$ cat src/design/sad_pkg.sv
package sad_pkg;

    localparam int REF_SAMPLES   = 32;  // reference length, also number of lanes
    localparam int SAMPLE_BITS   = 8;
    localparam int SAD_WIDTH     = 16;  // msb doubles as saturation flag
    localparam int INDEX_WIDTH   = 5;
    localparam int BYTECNT_WIDTH = 7;

    // cycles from sample index 0 to the first accumulator load in lane 0
    localparam int RESTART_LEAD = 3;
    localparam logic [REF_SAMPLES-1:0] RESTART_INIT =
        {{(RESTART_LEAD-1){1'b0}}, 1'b1, {(REF_SAMPLES-RESTART_LEAD){1'b0}}};

    localparam int STATUS_BYTES = 3;

    // register map
    localparam logic [7:0] ADDR_REFERENCE         = 8'h30;
    localparam logic [7:0] ADDR_THRESHOLD         = 8'h31;
    localparam logic [7:0] ADDR_STATUS            = 8'h32;
    localparam logic [7:0] ADDR_MULTIPLE_TRIGGERS = 8'h33;

    typedef logic [SAMPLE_BITS-1:0] sample_t;
    typedef logic [SAD_WIDTH-1:0]   sad_t;

    // one register access, strobes valid for a single cycle
    typedef struct packed {
        logic [7:0]               address;
        logic [BYTECNT_WIDTH-1:0] bytecnt;
        logic                     read;
        logic                     write;
    } reg_bus_t;

    // sample as broadcast to every lane
    typedef struct packed {
        sample_t sample;      // input register stage
        sad_t    sample_ext;  // zero extended, one stage later
        sad_t    sample_neg;  // two's complement of sample_ext
    } sample_feed_t;

endpackage
$ cat src/design/sad_trigger.sv
module sad_trigger import sad_pkg::*; (
    input  logic                   adc_sampleclk,
    input  logic                   reset,
    input  logic                   armed_and_ready,
    input  logic                   active,
    input  logic [REF_SAMPLES-1:0] lane_match,
    input  logic                   multiple_triggers,
    input  logic                   clear_status,
    input  logic                   arm_edge,
    output logic                   trigger,
    output logic                   triggered,
    output logic [15:0]            num_triggers
);

    logic any_match;
    logic hold_off;

    assign any_match = |lane_match;
    assign hold_off  = triggered && !multiple_triggers;  // single trigger mode

    always_ff @(posedge adc_sampleclk) begin
        if (reset || !armed_and_ready || !active)
            trigger <= 1'b0;
        else
            trigger <= any_match && !hold_off;
    end

    // status, visible through the register block
    always_ff @(posedge adc_sampleclk) begin
        if (reset || clear_status || arm_edge) begin
            triggered    <= 1'b0;
            num_triggers <= '0;
        end else if (trigger) begin
            triggered    <= 1'b1;
            num_triggers <= num_triggers + 1'b1;
        end
    end

endmodule

$ cat config.mk
export PLATFORM = sky130hd
export DESIGN_NAME = sad_trigger
export DESIGN_NICKNAME = d
export VERILOG_FILES = /design/src/design/sad_pkg.sv /design/src/design/sad_trigger.sv
export SDC_FILE = /design/constraint.sdc
export NUM_CORES = 1
export LEC_CHECK = 0
export BUFFER_PORTS_ARGS = -buffer_cell sky130_fd_sc_hd__buf_2
export CAP_MARGIN = 25
export CELL_PAD_IN_SITES_DETAIL_PLACEMENT = 1
export CELL_PAD_IN_SITES_GLOBAL_PLACEMENT = 1
export CORE_MARGIN = 4
export CORE_UTILIZATION = 30
export DETAILED_ROUTE_END_ITERATION = 8
export GPL_TIMING_DRIVEN = 0
export PLACE_DENSITY_LB_ADDON = 0.1
export SYNTH_ARGS = -nofsm -noshare
export SYNTH_HDL_FRONTEND = slang
export SYNTH_SLANG_ARGS = --single-unit
$ cat constraint.sdc
create_clock -name adc_sampleclk -period 4.1 [get_ports adc_sampleclk]
set_input_delay 0.41 -clock adc_sampleclk [delete_from_list [all_inputs] [get_ports adc_sampleclk]]
set_output_delay 0.41 -clock adc_sampleclk [all_outputs]
set_load 0.02 [all_outputs]
==> run_results.csv, run 1 <==
group,metric,value,unit
run_status,status,"finished, final reports clean",
timing,period_share,37.7,%
power_and_ir_drop,p_per_area,236,nW/um2
timing,drv_slew,0,
floorplan,dieArea,3890,um2
timing,max_freq,0.647,GHz
layout,n_fill_cell,372,
power_and_ir_drop,switching_share,22.0,%
layout,fin_nets,204,
yosys,synthTopCellsByArea,"dfxtp_1 (41%), nor4_1 (8.5%), mux2i_1 (5.6%), a21oi_1 (5.1%), nand2_1 (4.7%)",
place,globalplace.congestion,0.687,
place,place_inst,190,
yosys,syn_nets,143,
critical_path,required,4330,ps
yosys,synth-seq-area-share,40.6,%
min_path,hold_class,"input pin to register",
global_route,grt_max_degree,11,
yosys,ys_ff_latch,18,
clock_network,clk_latency,290,ps
floorplan,rows,19,
clock_network,clockRootBuffer,"clkbuf_4",
clock_network,cts_setup_buffers,0,
place,pre_cts_slack,2550,ps
clock_network,clockBufferDepth,2,
layout,antenna_cells,0,
clock_network,cts_resized,0,
routing,drtPass1Iterations,2,
critical_path,start_kind,"register",
layout,design_area,1230,um2
global_route,antenna_found_initial,0,
power_and_ir_drop,clockPowerShare,29.6,%
yosys,ys_types,26,
global_route,gr-usage-all-layers,14.3,%
floorplan,core,2780,um2
clock_network,clock-sinks,18,
yosys,synth_top_area_share,40.6,%
clock_network,htree_levels,1,
place,io_buffer_count,56,
power_and_ir_drop,p_sw,0.0000639,W
timing,rsz0062_at_grt,"no",
routing,vias,1040,
layout,multi_input_area,499,um2
clock_network,cts-buffers-inserted,3,
routing,totalWireLength,2750,um
global_route,grt_pass1_wl,4700,um
timing,fin_crit,1550,ps
clock_network,cts_tree,"done",
timing,setup_tns,0,ps
yosys,syn_area_per_cell,8.61,um2
routing,postRouteAntennaNets,0,
yosys,yosys.area.top_type,"dfxtp_1",
power_and_ir_drop,power.leakage,0.508,nW
critical_path,worstPathArrival,1770,ps
critical_path,critical_path.max_fanout,10,
timing,max_slew_margin,68.4,%
routing,drc,0,
timing,worstMarginPinSlew,471,ps
routing,wire_per_inst,14.2,um
power_and_ir_drop,power_frac_seq,60.6,%
timing,holdWs,408,ps
power_and_ir_drop,ir_drop,0.134,mV
layout,stdcell_count,193,
timing,final-setup-viol-count,0,
clock_network,cts_hold_buf,0,
critical_path,worstSetupPathType,"register to register",
floorplan,initial_core_util,31.9,%
yosys,ys_warn_count,0,
routing,via_per_inst,5.39,
timing,fin_skew,11.7,ps
layout,drive_above_1_share,40.7,%
routing,drt_iter0_markers,24,
layout,final_cell_mix,"buf_2 (57), dfxtp_1 (18), nor4_1 (12)",
power_and_ir_drop,intPower,0.000226,W
global_route,grt_pass1_vias,1066,
timing,hold_viol,0,
yosys,netlist_instances,103,
floorplan,die_h,62.4,um
layout,ff_latch_area,360,um2
clock_network,path_clk_slew,100,ps
place,place_area,1210,um2
yosys,synthesis.area,887,um2
layout,synthToLayoutAreaGrowth,38.5,%
job,max_cap_viol_count,0,
place,dp_hpwl,2310,um
critical_path,end_kind,"register",
timing,postLayoutSetupSlackWorst,2550,ps
floorplan,ioPinCount,57,
power_and_ir_drop,combPwrFrac,9.8,%
layout,final_common_cell,"buf_2",
global_route,overflow,0,
floorplan,die_w,62.4,um
## critical path, cell delays in order, from the launching register on
cell and delay, ps:
dfxtp_1 400, ha_1 200, nand4_2 250, nor4_1 420, mux2i_1 220
## final cells by class
cell class	count	area share, %
Tap cell	31	3.16
Inverter	3	0.916
Sequential cell	18	29.3
Clock buffer	3	1.83
Timing Repair Buffer	56	22.8
Multi-Input combinational cell	79	40.6
Buffer	3	1.32
## power by group through the flow
stage / registers, W / logic (W) / clock network, W
floorplan: 0.000181 / 0.00000718 / 0
global placement: 0.000180 / 0.0000273 / 0
detailed placement: 0.000180 / 0.0000288 / 0
CTS: 0.000176 / 0.0000288 / 0.0000917
global route: 0.000176 / 0.0000316 / 0.0000993
finish: 0.000176 / 0.0000283 / 0.0000860
## worst paths after layout
| path | from | endpoint | slack (ps) | cells after the start |
|---|---|---|---|---|
| worst min register to register | num_triggers[15] | num_triggers[15] | 480 | 2 |
| worst max-delay path | num_triggers[0] | num_triggers[14] | 2550 | 4 |
| worst max register to register | num_triggers[0] | num_triggers[14] | 2550 | 4 |
| worst min-delay path | multiple_triggers | trigger | 410 | 2 |
## flip-flops by register name, indices dropped and copies added, names as in the netlist
| register | count |
|---|---|
| num_triggers | 16 |
| trigger | 1 |
| triggered | 1 |
## metal layers
metal | part of all wire (%) | wire (um) | up-vias | track usage (%)
li1 | - | - | 508 | -
met1 | 41 | 1140 | 495 | 16.9
met2 | 51 | 1410 | 35 | 25.1
met3 | 7.0 | 192 | 2 | 4.32
met4 | 0.29 | 8 | 0 | 3.18
met5 | 0 | 0 | - | 0
## logic make-up after synthesis
family / share of synthesized area, %
multiplexers: 5.64
XOR/XNOR: 1.97
AO/OA/AOI/OAI: 11.4
AND/OR/NAND/NOR: 35.8
flip-flops: 40.6
adder cells (fa/ha/maj): 1.41
buffers and inverters: 3.10
## metrics by stage
| stage | power [W] | utilization (%) |
|---|---|---|
| after floorplan | 0.000188 | - |
| final | 0.000290 | 44.2 |
| after detailed placement | 0.000209 | 43.4 |
| after global routing | 0.000307 | 44.2 |
| after global placement | 0.000207 | 43.4 |
| after CTS | 0.000296 | 44.2 |
## Yosys cell counts
master    instances
buf_2             1
or2_0             1
nand2b_1          4
ha_1              1
o31ai_1           4
nor4_1           12
nor2_1            5
xnor2_1           1
o221a_2           1
nor3_2            1
inv_1             3
xor2_1            1
or3_1             4
clkbuf_1          1
and3b_1           1
nand4_2           2
nand3_1           3
a21oi_1           9
dfxtp_1          18
or4_1             4
or2_2             1
nand2_1          11
nand4_1           5
mux2i_1           5
o21ai_0           3
buf_4             1
Note: power is estimated with default switching activity, not from simulation.
==> inputs of run 2 (changes only) <==
--- a/config.mk
+++ b/config.mk
@@ -10,7 +10,7 @@
 export CELL_PAD_IN_SITES_DETAIL_PLACEMENT = 1
 export CELL_PAD_IN_SITES_GLOBAL_PLACEMENT = 1
 export CORE_MARGIN = 4
-export CORE_UTILIZATION = 30
+export CORE_UTILIZATION = 28
 export DETAILED_ROUTE_END_ITERATION = 8
 export GPL_TIMING_DRIVEN = 0
 export PLACE_DENSITY_LB_ADDON = 0.1
==> constraint.sdc (replaced) <==
create_clock -name adc_sampleclk -period 1.5 [get_ports adc_sampleclk]
set_input_delay 0.15 -clock adc_sampleclk [delete_from_list [all_inputs] [get_ports adc_sampleclk]]
set_output_delay 0.15 -clock adc_sampleclk [all_outputs]
set_load 0.02 [all_outputs]
==> run_results.csv, run 2 (synthesized netlist as in run 1, its figures left out) <==
group,metric,value,unit
floorplan,core,3050,um2
power_and_ir_drop,power.leakage,0.555,nW
routing,totalWireLength,2860,um
floorplan,dieArea,4130,um2
layout,antenna_cells,0,
floorplan,initial_core_util,29.1,%
clock_network,cts_hold_buf,0,
critical_path,worstSetupPathType,"register to register",
timing,final-setup-viol-count,0,
power_and_ir_drop,ir_drop,0.241,mV
clock_network,cts-buffers-inserted,3,
timing,setup_tns,0,ps
clock_network,cts_tree,"done",
layout,reg.largest.list,"num_triggers (16), trigger (1), triggered (1)",
clock_network,clockRootBuffer,"clkbuf_4",
layout,fin_nets,206,
clock_network,path_clk_slew,110,ps
timing,worstMarginPinSlew,464,ps
critical_path,rrSetupSlack,30,ps
critical_path,worstPathArrival,1700,ps
timing,drv_slew,0,
timing,fin_skew,6.29,ps
routing,drt_iter0_markers,25,
place,io_buffer_count,56,
run_status,status,"finished, final reports clean",
critical_path,worstReg2RegStart,"trigger",
layout,regMostFlops,"num_triggers",
global_route,grt_pass1_vias,1051,
floorplan,ioPinCount,57,
job,max_cap_viol_count,0,
place,globalplace.congestion,0.706,
critical_path,rr_endpoint,"num_triggers[13]",
floorplan,rows,20,
timing,fin_crit,1470,ps
critical_path,end_kind,"register",
global_route,overflow,0,
critical_path,start_kind,"register",
floorplan,die_w,64.3,um
routing,vias,1028,
clock_network,clockBufferDepth,2,
routing,postRouteAntennaNets,0,
routing,drc,0,
global_route,antenna_found_initial,0,
min_path,holdPathEnd,"trigger",
critical_path,ff2ff_path_depth,5,
timing,hold_viol,0,
place,dp_hpwl,2200,um
layout,largest_reg_flops,16,
layout,drive_above_1_share,49.1,%
timing,max_slew_margin,69.1,%
layout,ff_latch_area,368,um2
min_path,hold_class,"input pin to register",
layout,n_fill_cell,393,
power_and_ir_drop,p_per_area,639,nW/um2
global_route,grt_pass1_wl,4420,um
critical_path,required,1730,ps
layout,final_cell_mix,"buf_2 (57), dfxtp_1 (12), nand2_1 (11)",
layout,final_common_cell,"buf_2",
clock_network,clk_latency,290,ps
routing,drtPass1Iterations,5,
layout,synthToLayoutAreaGrowth,51.6,%
min_path,holdCritStartpoint,"multiple_triggers",
layout,multi_input_area,556,um2
clock_network,htree_levels,1,
routing,via_per_inst,4.92,
min_path,hold_depth,2,
floorplan,die_h,64.3,um
critical_path,critical_path.max_fanout,6,
clock_network,clock-sinks,18,
routing,wire_per_inst,13.7,um
global_route,gr-usage-all-layers,13.3,%
layout,final_util,44.1,%
global_route,grt_max_degree,11,
timing,max_freq,0.682,GHz
timing,period_share,97.8,%
[run 2: cell count changes in the layout (fill, tap and decap cells not counted), moves of 2 or more]
cell,delta
dfxtp_2,+6
nand4_2,-2
nand4_4,+2
nor4_2,+2
buf_6,+2
nor4_1,-3
dfxtp_1,-6
[run 2: cell type report]
class | count | share of cell area [%]
Multi-Input combinational cell | 79 | 41.3
Sequential cell | 18 | 27.3
Timing Repair Buffer | 58 | 21.8
Tap cell | 44 | 4.09
Clock buffer | 4 | 2.70
Buffer | 3 | 1.95
Inverter | 3 | 0.837
[run 2: per-layer routing]
metal	track usage, %	vias up	routed length, um
met2	24.2	30	1490
li1	-	516	-
met1	15.0	482	1190
met5	0	-	0
met4	3.17	0	0
met3	3.87	0	179
[run 2: worst max-delay path by stage]
| stage | from | to | slack (ps) | depth (start not counted) |
|---|---|---|---|---|
| 3_5_place_dp | num_triggers[1] | num_triggers[8] | -40 | 4 |
| 6_report | trigger | num_triggers[13] | 30 | 5 |
| 3_3_place_gp | num_triggers[1] | num_triggers[14] | -3 | 4 |
| 2_1_floorplan | num_triggers[1] | num_triggers[10] | 20 | 4 |
| 4_1_cts | trigger | num_triggers[13] | -8 | 5 |
| 5_1_grt | trigger | num_triggers[13] | -20 | 5 |
[run 2: repair_timing]
item | in CTS | in global routing
setup endpoints to repair | 5 | 8
hold endpoints to repair | 0 | 0
gates resized for setup | 3 | 14
cloned | 0 | 1
pin swaps | 0 | 2
buffers inserted | 0 | 1
[run 2: power by group]
part | total, W | switching (W) | internal (W)
Sequential | 0.000481 | 0.00000134 | 0.000480
Clock | 0.000300 | 0.000152 | 0.000148
Combinational | 0.0000783 | 0.0000319 | 0.0000465
[run 2: metrics by stage]
step	power [W]	hold slack, ps	std cells	cell area, um2	setup slack (ps)
finish	0.000859	133	209	1350	32.9
global route	0.000913	110	209	1350	-22.5
CTS	0.000875	128	207	1280	-7.99
detailed placement	0.000570	434	203	1220	-37.8
global placement	0.000567	426	203	1220	-3.28
floorplan	0.000513	335	103	888	16.2
[run 2: critical path, cell delays in order, from the launching register on]
cell	delay [ps]
dfxtp_2	350
buf_6	130
nand4_1	200
buf_6	210
nor4_2	310
mux2i_1	210
