### src/design/sad_pkg.sv
package sad_pkg;

    localparam int REF_SAMPLES   = 32;  // reference length, also number of lanes
    localparam int SAMPLE_BITS   = 8;
    localparam int SAD_WIDTH     = 16;  // msb doubles as saturation flag
    localparam int INDEX_WIDTH   = 5;
    localparam int BYTECNT_WIDTH = 7;

    // cycles from sample index 0 to the first accumulator load in lane 0
    localparam int RESTART_LEAD = 3;
    localparam logic [REF_SAMPLES-1:0] RESTART_INIT =
        {{(RESTART_LEAD-1){1'b0}}, 1'b1, {(REF_SAMPLES-RESTART_LEAD){1'b0}}};

    localparam int STATUS_BYTES = 3;

    // register map
    localparam logic [7:0] ADDR_REFERENCE         = 8'h30;
    localparam logic [7:0] ADDR_THRESHOLD         = 8'h31;
    localparam logic [7:0] ADDR_STATUS            = 8'h32;
    localparam logic [7:0] ADDR_MULTIPLE_TRIGGERS = 8'h33;

    typedef logic [SAMPLE_BITS-1:0] sample_t;
    typedef logic [SAD_WIDTH-1:0]   sad_t;

    // one register access, strobes valid for a single cycle
    typedef struct packed {
        logic [7:0]               address;
        logic [BYTECNT_WIDTH-1:0] bytecnt;
        logic                     read;
        logic                     write;
    } reg_bus_t;

    // sample as broadcast to every lane
    typedef struct packed {
        sample_t sample;      // input register stage
        sad_t    sample_ext;  // zero extended, one stage later
        sad_t    sample_neg;  // two's complement of sample_ext
    } sample_feed_t;

endpackage
### src/design/sad_window_control.sv
module sad_window_control import sad_pkg::*; (
    input  logic                   adc_sampleclk,
    input  logic                   reset,
    input  logic                   armed_and_ready,
    input  logic                   active,
    input  sample_t                adc_data,
    output logic [INDEX_WIDTH-1:0] ref_index,
    output sample_feed_t           sample_feed,
    output logic [REF_SAMPLES-1:0] lane_restart,
    output logic [REF_SAMPLES-1:0] lane_ready,
    output logic                   arm_edge
);

    logic arm_r;
    logic run;
    logic window_full;

    assign run         = armed_and_ready && active;
    assign window_full = (ref_index == INDEX_WIDTH'(REF_SAMPLES - 1));

    // rising edge of arm clears trigger status
    always_ff @(posedge adc_sampleclk) begin
        if (reset)
            arm_r <= 1'b0;
        else
            arm_r <= armed_and_ready;
    end

    assign arm_edge = armed_and_ready && !arm_r;

    // index counter, restart ring and ready mask
    always_ff @(posedge adc_sampleclk) begin
        if (reset || !run) begin
            ref_index    <= '0;
            lane_ready   <= '0;
            lane_restart <= RESTART_INIT;  // lane 0 loads as sample 0 reaches it
        end else begin
            ref_index    <= ref_index + 1'b1;  // wraps at REF_SAMPLES
            lane_restart <= {lane_restart[REF_SAMPLES-2:0], lane_restart[REF_SAMPLES-1]};
            // lane 0 ready after a full window, the rest follow one per cycle
            lane_ready   <= {lane_ready[REF_SAMPLES-2:0], lane_ready[0] | window_full};
        end
    end

    // sample broadcast pipeline
    always_ff @(posedge adc_sampleclk) begin
        sample_feed.sample     <= adc_data;
        sample_feed.sample_ext <= SAD_WIDTH'(sample_feed.sample);
        sample_feed.sample_neg <= -SAD_WIDTH'(sample_feed.sample);
    end

endmodule

### config.mk
export PLATFORM = sky130hd
export DESIGN_NAME = sad_window_control
export DESIGN_NICKNAME = d
export VERILOG_FILES = /design/src/design/sad_pkg.sv /design/src/design/sad_window_control.sv
export SDC_FILE = /design/constraint.sdc
export NUM_CORES = 1
export LEC_CHECK = 0
export BUFFER_PORTS_ARGS = -buffer_cell sky130_fd_sc_hd__buf_2
export CORE_ASPECT_RATIO = 0.75
export CORE_MARGIN = 2
export CORE_UTILIZATION = 46
export DETAILED_ROUTE_END_ITERATION = 7
export GPL_TIMING_DRIVEN = 0
export HOLD_SLACK_MARGIN = 0.1
export PLACE_DENSITY = 0.8
export SLEW_MARGIN = 20
export SYNTH_ARGS = -nofsm -noshare
export SYNTH_HDL_FRONTEND = slang
export SYNTH_SLANG_ARGS = --single-unit
### constraint.sdc
create_clock -name adc_sampleclk -period 1.7 [get_ports adc_sampleclk]
set_clock_uncertainty 0.1 [all_clocks]
set_input_delay 0.17 -clock adc_sampleclk [delete_from_list [all_inputs] [get_ports adc_sampleclk]]
set_output_delay 0.17 -clock adc_sampleclk [all_outputs]
set_load 0.01 [all_outputs]
==> results of run 1 <==
final cells by class:
| type | count | share of cell area |
|---|---|---|
| clock buffer | 9 | 0.0326 |
| inverter | 4 | 0.00396 |
| multi-input combinational | 110 | 0.186 |
| buffer | 24 | 0.0343 |
| tap | 78 | 0.0257 |
| timing repair buffer | 123 | 0.175 |
| sequential | 100 | 0.528 |
| clock inverter | 7 | 0.0148 |
state kept, by name, summed over array words and instances, names as in the netlist:
signal / count
lane_ready: 32
lane_restart: 32
sample_feed: 30
ref_index: 5
arm_r: 1
logic make-up after synthesis:
logic type,count (synthesis),synth area share
other cells,1,0.00133
flops,100,0.712
simple gates,91,0.195
buf+inv,28,0.0516
xor+xnor,6,0.0187
fa+ha+maj,4,0.0178
compound gates,1,0.00267
report_power, final:
part	switching [uW]	leakage (uW)	total, uW	internal (uW)
clock	818	0.0000910	1370	553
sequential	25.3	0.000815	2400	2380
combinational	105	0.00118	190	85.3
total	948	0.00209	3970	3020
timing repair:
action / CTS / global route
hold buffers: 10 / 0
gates resized for setup: 1 / 1
pin swaps: 0 / 0
setup endpoints to repair: 1 / 1
hold endpoints to repair: 9 / 0
per-layer routing:
layer | track usage | wire length [um]
met5 | 0 | 0
met4 | 0.0773 | 102
met3 | 0.0726 | 427
met2 | 0.282 | 2690
met1 | 0.230 | 2690
worst max-delay path, cell delays in order (launching register included):
cell     delay [ns]
dfxtp_1        0.39
or4_4          0.58
nor4_4         0.17
ha_1           0.27
layout by cell type (no fill, tap or decap), types with 2 or more instances in the layout:
cell type / Yosys / routed
buf_2: 2 / 115
dfxtp_1: 100 / 100
and3_1: 65 / 65
clkbuf_1: 12 / 12
buf_4: 10 / 10
dlygate4sd3_1: 0 / 10
clkbuf_8: 0 / 9
conb_1: 1 / 8
nor2_1: 7 / 7
nand2_1: 7 / 7
inv_1: 4 / 4
xnor2_1: 4 / 4
ha_1: 4 / 4
inv_6: 0 / 4
nor3_1: 2 / 2
nand2b_1: 2 / 2
xor2_1: 2 / 2
nor2b_1: 2 / 2
worst min-delay path by stage:
stage                                      to  slack [ns]
floorplan             sample_feed[32]$_DFF_P_         0.1
global placement      sample_feed[32]$_DFF_P_        0.17
detailed placement    sample_feed[39]$_DFF_P_        0.17
CTS                 lane_ready[31]$_SDFF_PP0_        0.25
global route         lane_ready[2]$_SDFF_PP0_        0.26
finish               lane_ready[2]$_SDFF_PP0_        0.26
stage by stage:
step | area (sq um) | util | setup TNS, ns
global route | 3790 | 0.648 | 0
detailed placement | 3500 | 0.598 | -0.00674
finish | 3790 | 0.648 | 0
global placement | 3500 | 0.598 | 0
CTS | 3790 | 0.647 | 0
floorplan | 2840 | - | 0
==> results.sh, run 1 <==
export IMPL_die_height_um=71.7
export IMPL_clk_pin_slew_worst_paths_ns=0.10
export IMPL_fin_hold_ws_ns=0.262
export IMPL_finalWeightedCongestion=0.722
export IMPL_antenna_cells=0
export IMPL_synthArstFlopShare=0
export IMPL_rr_worst_depth=3
export IMPL_io_pins=122
export IMPL_synth_seq_cells=100
export IMPL_num_vias=2015
export IMPL_synth_edf_count=0
export IMPL_hp_start="reset"
export IMPL_maxSlewViolCount=0
export IMPL_r2r_start="sample_feed[35]$_DFF_P_"
export IMPL_start_kind="flop"
export IMPL_cts_tree="built"
export IMPL_die_width_um=94.3
export IMPL_syn_area_sq_mm=0.00281
export IMPL_fmaxAchievable_mhz=619
export IMPL_grt_pass1_vias=1894
export IMPL_grt_setup_unrepaired="no"
export IMPL_synthDominantAreaCellType="dfxtp_1"
export IMPL_htree_num_levels=3
export IMPL_drc=0
export IMPL_worst_pin_slew_ns=0.577
export IMPL_regArea_sq_mm=0.00200
export IMPL_start_util=0.480
export IMPL_hold_depth=4
export IMPL_vias_per_cell=4.43
export IMPL_cap_violations=0
export IMPL_portBuffers=113
export IMPL_setup_slack_ns=0.0843
export IMPL_timing_rr_end="sample_feed[7]$_DFF_P_"
export IMPL_timing_slew_headroom=0.613
export IMPL_ff2ff_setup_slack_ns=0.08
export IMPL_grt_use_total=0.183
export IMPL_path_max_fanout=6
export IMPL_post_place_cells=429
export IMPL_nFillCells=489
export IMPL_multi_input_area_sq_um=704
export IMPL_antenna_left=0
export IMPL_synth_flop_cell="dfxtp_1"
export IMPL_dieArea_sq_mm=0.00676
export IMPL_synth_distinct_cells=22
export IMPL_setup_worst_path_start="sample_feed[35]$_DFF_P_"
export IMPL_ir_worst_vdd_mv=0.796
export IMPL_stdcell_count=455
export IMPL_yosysSeqAreaShare=0.712
export IMPL_cp_required_ns=1.85
export IMPL_synth_most_common_cell="dfxtp_1"
export IMPL_dp_hpwl_um=4220
export IMPL_crit_type="flop to flop"
export IMPL_synth_top_cell_area_share=0.712
export IMPL_synth_area_top_cells="dfxtp_1 71%, and3_1 14%, buf_4 2.7%"
export IMPL_cp_data_arrival_time_ns=1.77
export IMPL_cts_root_buf="clkbuf_8"
export IMPL_grt_pass1_wl_um=9300
export IMPL_status="finished, final reports clean"
export IMPL_clk_latency_ns=0.35
export IMPL_core_sq_mm=0.00586
export IMPL_syn_area_per_cell_sq_um=12.2
export IMPL_power_leakage_uw=0.00209
export IMPL_nNetsFinal=388
export IMPL_overflow=0
export IMPL_drive_above_1_share=0.385
export IMPL_postCtsSetupRepairBufs=0
export IMPL_fin_crit_sh=0.950
export IMPL_pre_cts_slack_ns=-0.00674
export IMPL_syn_to_final_growth_pct=35.0
export IMPL_hold_viol_final=0
export IMPL_ys_warn_count=0
export IMPL_synthCells=231
export IMPL_endpoint="sample_feed[7]$_DFF_P_"
export IMPL_synth_common_cells="100 x dfxtp_1, 65 x and3_1, 12 x clkbuf_1"
export IMPL_wl_per_cell_um=13.0
export IMPL_finalPower_uw=3970
export IMPL_power_density_mw_per_mm2=1040
export IMPL_cts_buffers=9
export IMPL_drt_pass1_iter_count=4
export IMPL_antenna_found_initial=0
export IMPL_cts_max_path_buffers=2
export IMPL_rows=24
export IMPL_grt_max_degree=19
export IMPL_drt_iter0_drc=58
export IMPL_finalSetupViolCount=0
export IMPL_crit_path_end_kind="flop"
export IMPL_period_needed_ns=1.62
export IMPL_min_path_type="input port to flop"
export IMPL_wl_um=5910
export IMPL_clock_sinks=100
Note: power is estimated with default switching activity, not from simulation.
==> inputs of run 2 (changes only) <==
--- a/config.mk
+++ b/config.mk
@@ -6,7 +6,6 @@
 export NUM_CORES = 1
 export LEC_CHECK = 0
 export BUFFER_PORTS_ARGS = -buffer_cell sky130_fd_sc_hd__buf_2
-export CORE_ASPECT_RATIO = 0.75
 export CORE_MARGIN = 2
 export CORE_UTILIZATION = 46
 export DETAILED_ROUTE_END_ITERATION = 7
==> run 2 against run 1 <==
Core utilization is 0.39 points higher. Routed wire length decreased by 2.7%. Sequential cell count stayed put. Maximum frequency rose by 1.1%. Sequential share of layout area shrank 0.89 points. Global-route usage is 1.2 points lower. Clock-buffer cell count is 2 higher. Setup slack better by 0.018 ns. Critical path depth is the same. Largest power group unchanged. Combinational power about the same. Critical endpoint unchanged.
==> results.sh, run 2 (synthesized netlist as in run 1, its figures left out) <==
export IMPL_nNetsFinal=388
export IMPL_drc=0
export IMPL_worst_pin_slew_ns=0.611
export IMPL_grt_pass1_vias=1859
export IMPL_min_path_type="input port to flop"
export IMPL_die_width_um=82.2
export IMPL_antenna_found_initial=0
export IMPL_finalSetupViolCount=0
export IMPL_cp_required_ns=1.84
export IMPL_core_sq_mm=0.00592
export IMPL_timing_slew_headroom=0.590
export IMPL_period_needed_ns=1.60
export IMPL_drt_pass1_iter_count=4
export IMPL_pwr_share_comb=0.043
export IMPL_antenna_cells=0
export IMPL_grt_pass1_wl_um=8510
export IMPL_p_sw_uw=884
export IMPL_pre_cts_slack_ns=0.0674
export IMPL_cts_tree="built"
export IMPL_fmaxAchievable_mhz=626
export IMPL_seqPwrFrac=0.550
export IMPL_grt_use_total=0.170
export IMPL_overflow=0
export IMPL_wl_per_cell_um=12.7
export IMPL_finalWeightedCongestion=0.740
export IMPL_path_max_fanout=6
export IMPL_switching_share=0.202
export IMPL_final_cell_mix="115 x buf_2, 100 x dfxtp_1, 65 x and3_1"
export IMPL_fin_crit_sh=0.940
export IMPL_dp_hpwl_um=4140
export IMPL_cp_data_arrival_time_ns=1.74
export IMPL_dieArea_sq_mm=0.00675
export IMPL_cts_max_path_buffers=2
export IMPL_start_kind="flop"
export IMPL_syn_to_final_growth_pct=37.4
export IMPL_grt_max_degree=17
export IMPL_p_clk_frac=0.407
export IMPL_finalPower_uw=4370
export IMPL_grt_setup_unrepaired="no"
export IMPL_cts_buffers=9
export IMPL_rows=28
export IMPL_ir_worst_vdd_mv=0.556
export IMPL_clk_pin_slew_worst_paths_ns=0.09
export IMPL_final_common_cell="buf_2"
export IMPL_clock_sinks=100
export IMPL_htree_num_levels=3
export IMPL_setup_slack_ns=0.102
export IMPL_die_height_um=82.2
export IMPL_use_met3=0.0533
export IMPL_maxSlewViolCount=0
export IMPL_num_vias=2075
export IMPL_start_util=0.475
export IMPL_crit_type="flop to flop"
export IMPL_power_density_mw_per_mm2=1130
export IMPL_busiest_layer="met2"
export IMPL_wl_um=5750
export IMPL_cap_violations=0
export IMPL_power_leakage_uw=0.00212
export IMPL_vias_per_cell=4.59
export IMPL_crit_path_end_kind="flop"
export IMPL_reg_top3="lane_ready: 32 flops, lane_restart: 32 flops, sample_feed: 30 flops"
export IMPL_antenna_left=0
export IMPL_met2_usage=0.278
export IMPL_post_place_cells=426
export IMPL_grt_util_met1=0.202
export IMPL_tns_ns=0
export IMPL_stdcell_count=452
export IMPL_clk_latency_ns=0.35
export IMPL_drive_above_1_share=0.382
export IMPL_hold_viol_final=0
export IMPL_drt_iter0_drc=81
export IMPL_internal_power_uw=3490
export IMPL_portBuffers=113
export IMPL_cts_root_buf="clkbuf_8"
export IMPL_io_pins=122
export IMPL_status="finished, final reports clean"
## run 2: layer usage
layer / vias up / wire [um]
li1: 1031 / -
met4: 0 / 128
met2: 69 / 2830
met5: - / 0
met1: 963 / 2460
met3: 12 / 323
## run 2: per-stage QoR
stage	area [sq um]	hold slack [ns]	utilization
2_1_floorplan	2840	0.0977	-
3_3_place_gp	3500	0.173	0.590
3_5_place_dp	3500	0.174	0.590
4_1_cts	3840	0.259	0.649
5_1_grt	3860	0.275	0.652
6_report	3860	0.261	0.652
## run 2: path summary, 6_finish.rpt
| kind | slack (ns) | cells after the start | endpoint | from |
|---|---|---|---|---|
| worst max-delay path | 0.10 | 3 | sample_feed[7]$_DFF_P_ | sample_feed[35]$_DFF_P_ |
| worst min-delay path | 0.26 | 4 | ref_index[4]$_SDFF_PP0_ | reset |
| worst max register to register | 0.10 | 3 | sample_feed[7]$_DFF_P_ | sample_feed[35]$_DFF_P_ |
| worst min register to register | 0.30 | 0 | sample_feed[0]$_DFF_P_ | sample_feed[32]$_DFF_P_ |
## run 2: area by class of cell
type,count,area (sq um)
Fill cell,472,2060
Sequential cell,100,2000
Multi-Input combinational cell,110,704
Timing Repair Buffer,123,666
Clock buffer,11,141
Buffer,24,130
Clock inverter,5,108
Tap cell,75,93.8
Inverter,4,15.0
## run 2: repair_timing
action                                  CTS  global route
hold buffers                             10             0
endpoints found under the setup margin    0             2
endpoints found under the hold margin     9             0
resized for setup                         0             2
buffers inserted                          0             0
## run 2: power groups by stage
stage / clock network (uW) / registers (uW) / logic (uW)
after detailed placement: 0 / 2460 / 170
after global placement: 0 / 2460 / 166
after floorplan: 0 / 2480 / 77.3
after CTS: 1820 / 2400 / 187
after global routing: 1920 / 2410 / 210
final: 1780 / 2410 / 189
## run 2: worst max-delay path, stage by stage (launching register included)
cell and delay, ns:
dfxtp_1 0.39, or4_4 0.58, nor4_2 0.15, ha_1 0.27
