File: src/design/sad_pkg.sv
package sad_pkg;

    localparam int REF_SAMPLES   = 32;  // reference length, also number of lanes
    localparam int SAMPLE_BITS   = 8;
    localparam int SAD_WIDTH     = 16;  // msb doubles as saturation flag
    localparam int INDEX_WIDTH   = 5;
    localparam int BYTECNT_WIDTH = 7;

    // cycles from sample index 0 to the first accumulator load in lane 0
    localparam int RESTART_LEAD = 3;
    localparam logic [REF_SAMPLES-1:0] RESTART_INIT =
        {{(RESTART_LEAD-1){1'b0}}, 1'b1, {(REF_SAMPLES-RESTART_LEAD){1'b0}}};

    localparam int STATUS_BYTES = 3;

    // register map
    localparam logic [7:0] ADDR_REFERENCE         = 8'h30;
    localparam logic [7:0] ADDR_THRESHOLD         = 8'h31;
    localparam logic [7:0] ADDR_STATUS            = 8'h32;
    localparam logic [7:0] ADDR_MULTIPLE_TRIGGERS = 8'h33;

    typedef logic [SAMPLE_BITS-1:0] sample_t;
    typedef logic [SAD_WIDTH-1:0]   sad_t;

    // one register access, strobes valid for a single cycle
    typedef struct packed {
        logic [7:0]               address;
        logic [BYTECNT_WIDTH-1:0] bytecnt;
        logic                     read;
        logic                     write;
    } reg_bus_t;

    // sample as broadcast to every lane
    typedef struct packed {
        sample_t sample;      // input register stage
        sad_t    sample_ext;  // zero extended, one stage later
        sad_t    sample_neg;  // two's complement of sample_ext
    } sample_feed_t;

endpackage
File: src/design/sad_lane.sv
module sad_lane import sad_pkg::*; (
    input  logic         adc_sampleclk,
    input  sample_t      ref_in,
    output sample_t      ref_out,
    input  sample_feed_t sample_feed,
    input  logic         restart,
    input  logic         ready,
    input  sad_t         threshold,
    output logic         match
);

    sample_t ref_r;
    sad_t    ref_ext;
    logic    above;
    sad_t    incr;
    sad_t    acc;

    assign ref_ext = SAD_WIDTH'(ref_r);

    always_ff @(posedge adc_sampleclk) begin
        ref_out <= ref_in;   // daisy chain, one lane per cycle
        ref_r   <= ref_out;  // aligned with the extended sample

        // compare stage
        above <= (sample_feed.sample > ref_out);

        // absolute difference
        if (above)
            incr <= sample_feed.sample_ext - ref_ext;
        else
            incr <= sample_feed.sample_neg + ref_ext;

        // accumulate, hold once the msb sets
        if (restart)
            acc <= incr;
        else if (!acc[SAD_WIDTH-1])
            acc <= acc + incr;

        // acc holds a complete window on the restart cycle
        match <= restart && ready && (acc <= threshold);
    end

endmodule

File: config.mk
export PLATFORM = sky130hd
export DESIGN_NAME = sad_lane
export DESIGN_NICKNAME = d
export VERILOG_FILES = /design/src/design/sad_pkg.sv /design/src/design/sad_lane.sv
export SDC_FILE = /design/constraint.sdc
export NUM_CORES = 1
export LEC_CHECK = 0
export ABC_AREA = 0
export BUFFER_PORTS_ARGS = -buffer_cell sky130_fd_sc_hd__buf_2
export CORE_MARGIN = 1
export CORE_UTILIZATION = 30
export CTS_CLUSTER_SIZE = 30
export DETAILED_ROUTE_END_ITERATION = 10
export PLACE_DENSITY_LB_ADDON = 0.1
export SLEW_MARGIN = 20
export SYNTH_ARGS = -nofsm -noshare
export SYNTH_HDL_FRONTEND = slang
export SYNTH_SLANG_ARGS = --single-unit
export TNS_END_PERCENT = 1
File: constraint.sdc
create_clock -name adc_sampleclk -period 2.91 [get_ports adc_sampleclk]
set_input_delay 0.291 -clock adc_sampleclk [delete_from_list [all_inputs] [get_ports adc_sampleclk]]
set_output_delay 0.291 -clock adc_sampleclk [all_outputs]
set_load 0.05 [all_outputs]
==> results of run 1 <==
[stage by stage]
stage                     worst slack (ps)  std cells  instance area [sq um]  utilization, %
after global placement                 406        643                   4310            35.7
after detailed placement               390        643                   4310            35.7
final                                  367        651                   4460            37.0
after CTS                              369        651                   4460            37.0
after floorplan                        664        403                   3720               -
after global routing                  59.1        651                   4460            37.0
[placed cells by master, fill, tap and decap left out, types with 7 or more instances in the layout]
cell,count
buf_2,75
a21o_1,12
o21a_1,8
edfxtp_1,15
nor3_1,7
dfxtp_1,35
ha_1,55
nor2b_1,7
nand2b_1,9
a22o_1,9
o211ai_1,8
xor2_1,7
nor2_1,19
a21oi_1,28
nand4_1,7
o21ai_0,19
xnor2_1,24
nand2_1,15
inv_1,44
a211oi_1,9
[per-layer routing]
metal | track usage, % | vias up | part of all wire [%]
li1 | - | 1636 | -
met1 | 17.2 | 1394 | 49
met2 | 23.3 | 70 | 44
met3 | 4.23 | 9 | 5.4
met4 | 5.35 | 2 | 1.5
met5 | 0 | - | 0.14
[power by group]
part,switching (mW),total [mW],internal (mW),leakage [nW]
registers,0.126,1.02,0.896,0.453
clock network,0.266,0.639,0.373,0.0763
logic,0.740,1.38,0.639,1.56
[cell type report]
cell class | count | share of cell area (%)
clock buffers | 8 | 3.53
inverters | 44 | 3.70
multi-input cells | 303 | 53.4
flip-flops and latches | 50 | 25.8
well taps | 168 | 4.71
repair buffers | 78 | 8.92
[registers in the layout (all words and copies together), names as in the netlist]
name	flops
above	1
acc	16
incr	16
match	1
ref_out	8
ref_r	8
[worst max path at each step]
stage / depth (start not counted) / end / start
4_1_cts: 9 / acc[14] / incr[0]
6_report: 9 / acc[14] / incr[0]
3_5_place_dp: 9 / acc[14] / incr[0]
2_1_floorplan: 9 / acc[14] / acc[0]
5_1_grt: 9 / acc[14] / incr[0]
3_3_place_gp: 9 / acc[14] / acc[0]
[kinds of logic (layout without fill, tap and decap cells)]
group / count (synthesis) / after routing
AOI/OAI and AO/OA: 116 / 116
and+or+nand+nor: 91 / 91
adders and majority gates: 58 / 58
DFF: 50 / 50
buffers and inverters: 50 / 130
xor gates and xnor gates: 31 / 31
muxes: 7 / 7
[worst max-delay path, stage by stage (launching register included)]
cell	delay (ps)
dfxtp_1	340
ha_1	190
inv_1	60
fa_1	380
nand2b_1	210
a211oi_1	360
nor3_1	150
o31ai_1	310
xor2_1	100
a22o_1	200
==> results.json, run 1 <==
{
  "outcome": "complete, no violations",
  "cp-end-kind": "flop",
  "grt_start_max_net_pins": 24,
  "n_antenna_cell": 0,
  "synth_compound_area_share_pct": 21.3,
  "p_per_area_mw_per_mm2": 681,
  "yosysSeqAreaShare_pct": 30.9,
  "ys_ff_latch": 50,
  "finalWirelength_mm": 8.44,
  "drc": 0,
  "cts.sink_count": 50,
  "hold_end": "ref_out[3]",
  "hold_path_class": "primary input to flop",
  "post-synth-top-count-cell": "ha_1",
  "start_util_pct": 30.8,
  "rsz0062_at_grt": "false",
  "synth_top_area_share_pct": 18.8,
  "skew_ps": 6.35,
  "start_kind": "flop",
  "post-dp-hpwl_mm": 6.83,
  "die-area_sq_mm": 0.0128,
  "async_flop_share_pct": 0,
  "dr.pass1.iters": 4,
  "layout-drive-gt1-share_pct": 18.8,
  "fin_crit_sh_pct": 87.4,
  "cts.clk_slew.worst_paths_ps": 70,
  "tightestPinTransition_ps": 947,
  "synth_area_leader_cell": "dfxtp_1",
  "cts_resized": 0,
  "synth_flop_cell": "dfxtp_1",
  "maxSlewHeadroom_pct": 36.6,
  "synth_warnings": 0,
  "synthCells": 403,
  "vias_per_cell": 4.78,
  "drt-initial-drc-count": 86,
  "slew_viol_final": 0,
  "synth_top_family_by_area": "compound AO/OA/AOI/OAI gates",
  "grt_pass1_wl_mm": 14.2,
  "avgSynthCellArea_sq_um": 9.23,
  "holdPathStages": 1,
  "coreArea_sq_mm": 0.0121,
  "ant_nets": 0,
  "muxShareOfSynthArea_pct": 1.92,
  "finalPower_mw": 3.04,
  "clk_latency_ps": 300,
  "h-tree-depth": 2,
  "rrSetupSlack_ps": 370,
  "io_buffers": 75,
  "yosys-top-cells-area": "dfxtp_1 19%, ha_1 18%, edfxtp_1 12%",
  "peakVddDrop_v": 0.000314,
  "antenna_found_initial": 1,
  "setup_viol": 0,
  "mappedNetlistNets": 528,
  "cts_setup_buffers": 0,
  "rr_worst_depth": 9,
  "fp.dieH_um": 113,
  "overflow": 0,
  "hp-start": "ref_in[3]",
  "tritoncts": "built",
  "die_w_um": 113,
  "r2r_start": "incr[0]",
  "cts_hold_buffers": 0,
  "syn_to_final_growth_pct": 20.0,
  "finalSetupTns_ps": 0,
  "cts-root-buf": "clkbuf_16",
  "synth_cell_types": 48,
  "synth_edf_count": 15,
  "io-pin-count": 76,
  "critical_path_class": "flop to flop",
  "gp_routability_congestion": 0.795,
  "crit_arrival_ps": 2590,
  "fmaxAchievable_mhz": 393,
  "maxCapViolations": 0,
  "required_ps": 2960,
  "synthXorXnorAreaFrac_pct": 7.30,
  "r2r-end": "acc[14]",
  "regArea_sq_mm": 0.00115,
  "rows": 40,
  "grt.total_usage_pct": 14.1,
  "p_leak_nw": 2.09,
  "multi_input_comb_area_sq_mm": 0.00238,
  "cts_buffers": 5,
  "synth.cell_area_sq_mm": 0.00372,
  "synthAdderAreaFrac_pct": 20.1,
  "post_drt_wl_per_cell_um": 13.0,
  "cp_max_fo": 4,
  "dr_total_vias": 3111,
  "period_minus_slack_ps": 2540,
  "num-nets-final": 607,
  "clock_path_buffers": 2,
  "synth_simple_gate_area_share_pct": 13.4,
  "synth_common_cells": "55 x ha_1, 44 x inv_1, 35 x dfxtp_1, 28 x a21oi_1, 24 x xnor2_1",
  "nFillCells": 1238,
  "grt_pass1_vias": 3108,
  "whs_ps": 86.8,
  "hold_violations": 0
}
No activity file was read; power rests on OpenSTA's default activity.
==> run 2: changes to the inputs <==
--- a/config.mk
+++ b/config.mk
@@ -7,7 +7,7 @@
 export LEC_CHECK = 0
 export ABC_AREA = 0
 export BUFFER_PORTS_ARGS = -buffer_cell sky130_fd_sc_hd__buf_2
-export CORE_MARGIN = 1
+export CORE_MARGIN = 1.5
 export CORE_UTILIZATION = 30
 export CTS_CLUSTER_SIZE = 30
 export DETAILED_ROUTE_END_ITERATION = 10
==> results.json, run 2 (synthesis gave the netlist of run 1 again) <==
{
  "outcome": "complete, no violations",
  "pwr-share-seq_pct": 33.7,
  "nFillCells": 1266,
  "p_leak_nw": 2.09,
  "critical_path_class": "flop to flop",
  "cts_buffers": 5,
  "skew_ps": 3.84,
  "h-tree-depth": 2,
  "rsz0062_at_grt": "false",
  "maxSlewHeadroom_pct": 34.3,
  "setup_ws_ps": 333,
  "final_cell_mix": "75 x buf_2, 55 x ha_1, 44 x inv_1",
  "switchingPower_mw": 1.13,
  "drt-initial-drc-count": 64,
  "gp_routability_congestion": 0.850,
  "period_minus_slack_ps": 2580,
  "fmaxAchievable_mhz": 388,
  "syn_to_final_growth_pct": 20.0,
  "post_drt_wl_per_cell_um": 12.8,
  "clock_path_buffers": 2,
  "cp-end-kind": "flop",
  "clock_power_share_pct": 20.6,
  "stdcell_area_sq_mm": 0.00446,
  "drc": 0,
  "start_kind": "flop",
  "antenna_found_initial": 1,
  "cts_resized": 0,
  "ant_nets": 0,
  "p_comb_share_pct": 45.7,
  "fin_crit_sh_pct": 88.5,
  "hold_violations": 0,
  "n_antenna_cell": 0,
  "cts.clk_slew.worst_paths_ps": 60,
  "layout-drive-gt1-share_pct": 18.8,
  "regArea_sq_mm": 0.00115,
  "dr_total_vias": 3101,
  "place_ws_ps": 382,
  "io-pin-count": 76,
  "peakVddDrop_v": 0.000331,
  "die_w_um": 114,
  "io_buffers": 75,
  "hold_path_class": "primary input to flop",
  "dr.pass1.iters": 4,
  "rrSetupSlack_ps": 330,
  "multi_input_comb_area_sq_mm": 0.00238,
  "final_util_pct": 37.0,
  "coreArea_sq_mm": 0.0121,
  "cts-root-buf": "clkbuf_16",
  "finalSetupTns_ps": 0,
  "crit_end": "acc[14]",
  "p_int_mw": 1.91,
  "post-dp-hpwl_mm": 6.91,
  "vias_per_cell": 4.76,
  "rows": 40,
  "cp-startpoint": "acc[0]",
  "grt.total_usage_pct": 13.4,
  "postPlaceCellArea_sq_mm": 0.00431,
  "grt_pass1_vias": 3095,
  "reg.largest.list": "acc x16, incr x16",
  "cp_max_fo": 4,
  "p_per_area_mw_per_mm2": 681,
  "slew_viol_final": 0,
  "cts.sink_count": 50,
  "cts_setup_buffers": 0,
  "overflow": 0,
  "tightestPinTransition_ps": 983,
  "r2r_start": "acc[0]",
  "crit_arrival_ps": 2630,
  "setup_viol": 0,
  "required_ps": 2960,
  "r2r-end": "acc[14]",
  "p_sw_share_pct": 37.2,
  "grt_start_max_net_pins": 24,
  "cts_hold_buffers": 0,
  "finalWirelength_mm": 8.37,
  "tritoncts": "built",
  "num-nets-final": 607,
  "fp.dieH_um": 114,
  "clk_latency_ps": 290,
  "maxCapViolations": 0,
  "grt_pass1_wl_mm": 13.7,
  "die-area_sq_mm": 0.0131,
  "rr_worst_depth": 9,
  "layout_commonest_cell": "buf_2",
  "start_util_pct": 30.8
}
run 2: cell counts in the layout (fill, tap and decap cells not counted):
No cell type changed its count.
run 2: cell type report:
class / instances / area share, %
Timing Repair Buffer: 78 / 8.92
Sequential cell: 50 / 25.8
Tap cell: 168 / 4.71
Clock buffer: 8 / 3.53
Multi-Input combinational cell: 303 / 53.4
Inverter: 44 / 3.70
run 2: worst max-delay path, cell delays in order, from the launching register on:
cell and delay [ps]:
edfxtp_1 350, ha_1 190, inv_1 60, fa_1 380, nand2b_1 220, a211oi_1 360
nor3_1 150, o31ai_1 320, xor2_1 100, a22o_1 200
run 2: power groups by stage:
stage	Sequential [mW]	Clock [mW]	Combinational (mW)
floorplan	1.00	0	1.08
global placement	1.04	0	1.37
detailed placement	1.04	0	1.39
CTS	1.03	0.650	1.39
global route	1.05	0.679	1.57
finish	1.02	0.628	1.39
run 2: worst min path at each step:
stage | start | end | slack (ps) | cells past startpoint
floorplan | ref_in[0] | ref_out[0] | 320 | 0
global placement | ref_out[3] | ref_r[3] | 360 | 0
detailed placement | ref_out[7] | ref_r[7] | 350 | 0
CTS | ref_in[7] | ref_out[7] | 80 | 1
global route | ref_in[7] | ref_out[7] | 80 | 1
finish | ref_in[5] | ref_out[5] | 90 | 1
run 2: layer usage:
metal	GRT usage, %	share of wire, %	vias to the layer above	wire length (um)
li1	-	-	1635	-
met1	16.5	49	1382	4070
met2	22.4	44	73	3670
met3	4.55	6.2	9	515
met4	3.92	1.1	2	92
met5	0	0.19	-	16
run 2: stage by stage:
step / hold slack (ps) / cells / total power [mW]
after floorplan: 319 / 403 / 2.09
after global placement: 359 / 643 / 2.41
after detailed placement: 353 / 643 / 2.43
after CTS: 82.6 / 651 / 3.07
after global routing: 78.8 / 651 / 3.30
final: 94.6 / 651 / 3.04
==> run 3: changes to the inputs <==
--- a/config.mk
+++ b/config.mk
@@ -8,7 +8,7 @@
 export ABC_AREA = 0
 export BUFFER_PORTS_ARGS = -buffer_cell sky130_fd_sc_hd__buf_2
 export CORE_MARGIN = 1.5
-export CORE_UTILIZATION = 30
+export CORE_UTILIZATION = 50
 export CTS_CLUSTER_SIZE = 30
 export DETAILED_ROUTE_END_ITERATION = 10
 export PLACE_DENSITY_LB_ADDON = 0.1
==> results.json, run 3 (synthesis gave the netlist of run 1 again) <==
{
  "outcome": "complete, no violations",
  "cts_resized": 0,
  "clock_path_buffers": 2,
  "cts.clk_slew.worst_paths_ps": 90,
  "grt_start_max_net_pins": 31,
  "post-dp-hpwl_mm": 6.13,
  "n_antenna_cell": 0,
  "cts-root-buf": "clkbuf_8",
  "cts_hold_buffers": 0,
  "hold_violations": 0,
  "die-area_sq_mm": 0.00797,
  "cts_buffers": 5,
  "required_ps": 2970,
  "grt.total_usage_pct": 20.0,
  "dr_total_vias": 3078,
  "slew_viol_final": 0,
  "fmaxAchievable_mhz": 397,
  "critical_path_cell_count": 9,
  "start_kind": "flop",
  "p_comb_share_pct": 49.9,
  "critical_path_class": "flop to flop",
  "p_leak_nw": 2.06,
  "num-nets-final": 607,
  "skew_ps": 4.63,
  "cp-end-kind": "flop",
  "stdcell_count": 582,
  "crit_buf_inv": 1,
  "hold_path_class": "primary input to flop",
  "io-pin-count": 76,
  "pwr-share-seq_pct": 36.3,
  "overflow": 0,
  "r2r-end": "acc[14]",
  "crit_arrival_ps": 2580,
  "final_util_pct": 59.6,
  "r2r_start": "acc[0]",
  "fp.dieH_um": 89.3,
  "tightestPinTransition_ps": 933,
  "grt_pass1_vias": 2911,
  "maxCapViolations": 0,
  "reg.largest.list": "acc x16, incr x16",
  "cts_setup_buffers": 0,
  "maxSlewHeadroom_pct": 37.6,
  "cts.sink_count": 50,
  "vias_per_cell": 5.29,
  "crit_family": "compound AO/OA/AOI/OAI gates",
  "cp-startpoint": "acc[0]",
  "finalSetupTns_ps": 0,
  "die_w_um": 89.3,
  "gp_routability_congestion": 0.882,
  "coreArea_sq_mm": 0.00721,
  "peakVddDrop_v": 0.000298,
  "p_int_mw": 1.70,
  "start_util_pct": 51.6,
  "p_sw_share_pct": 38.7,
  "dr.pass1.iters": 4,
  "grt_pass1_wl_mm": 12.4,
  "finalWirelength_mm": 7.44,
  "p_per_area_mw_per_mm2": 645,
  "rr_worst_depth": 9,
  "drt-initial-drc-count": 73,
  "cp_cell_sequence": "ha_1 -> inv_1 -> fa_1 -> nand2b_1 -> a211oi_1 -> nor3_1 -> o31ai_1 -> xor2_1 -> a22o_1",
  "h-tree-depth": 2,
  "post_drt_wl_per_cell_um": 12.8,
  "clk_latency_ps": 300,
  "setup_viol": 0,
  "crit_end": "acc[14]",
  "drc": 0,
  "slowest_delay_ps": 370,
  "rsz0062_at_grt": "false",
  "worst_path_max_delay_cell": "fa_1",
  "fin_crit_sh_pct": 86.6,
  "switchingPower_mw": 1.07,
  "syn_to_final_growth_pct": 15.6,
  "postPlaceCellArea_sq_mm": 0.00422,
  "period_minus_slack_ps": 2520,
  "layout_commonest_cell": "buf_2",
  "final_cell_mix": "75 x buf_2, 55 x ha_1, 44 x inv_1",
  "cp_max_fo": 4,
  "layout-drive-gt1-share_pct": 18.8,
  "io_buffers": 75,
  "antenna_found_initial": 0,
  "ant_nets": 0,
  "stdcell_area_sq_mm": 0.00430,
  "rows": 31,
  "rrSetupSlack_ps": 390,
  "tritoncts": "built",
  "dp_cells": 574,
  "clock_power_share_pct": 13.8
}
-- run 3: cell type report --
type / count / area [sq um]
clock buffers: 6 / 72.6
clock inverters: 2 / 8.76
fillers: 687 / 2910
inverters: 44 / 165
multi-input cells: 303 / 2380
flip-flops and latches: 50 / 1150
well taps: 99 / 124
repair buffers: 78 / 398
-- run 3: stage by stage --
step	hold slack, ps	total power [mW]	setup WS (ps)
after floorplan	319	2.09	664
after global placement	355	2.37	441
after detailed placement	359	2.40	399
after CTS	82.8	2.79	383
after global routing	72.6	3.03	185
final	88.7	2.78	389
-- run 3: per-layer routing --
metal / global-route usage [%] / part of all wire [%] / vias up
met5: 0 / 0 / -
met4: 4.20 / 0.94 / 0
met3: 3.79 / 4.7 / 6
met1: 25.0 / 47 / 1365
li1: - / - / 1642
met2: 35.7 / 47 / 65
-- run 3: worst min-delay path by stage --
stage / startpoint / end / slack, ps / cells past startpoint
after floorplan: ref_in[0] / ref_out[0] / 320 / 0
after detailed placement: ref_out[7] / ref_r[7] / 360 / 0
after global routing: ref_in[0] / ref_out[0] / 70 / 1
final: ref_in[0] / ref_out[0] / 90 / 1
after global placement: ref_out[1] / ref_r[1] / 350 / 0
after CTS: ref_in[0] / ref_out[0] / 80 / 1
-- run 3: power by group through the flow --
| stage | logic (mW) | clock network [mW] | registers, mW |
|---|---|---|---|
| floorplan | 1.08 | 0 | 1.00 |
| global placement | 1.35 | 0 | 1.02 |
| detailed placement | 1.38 | 0 | 1.02 |
| CTS | 1.39 | 0.396 | 1.01 |
| global route | 1.58 | 0.429 | 1.03 |
| finish | 1.38 | 0.383 | 1.01 |
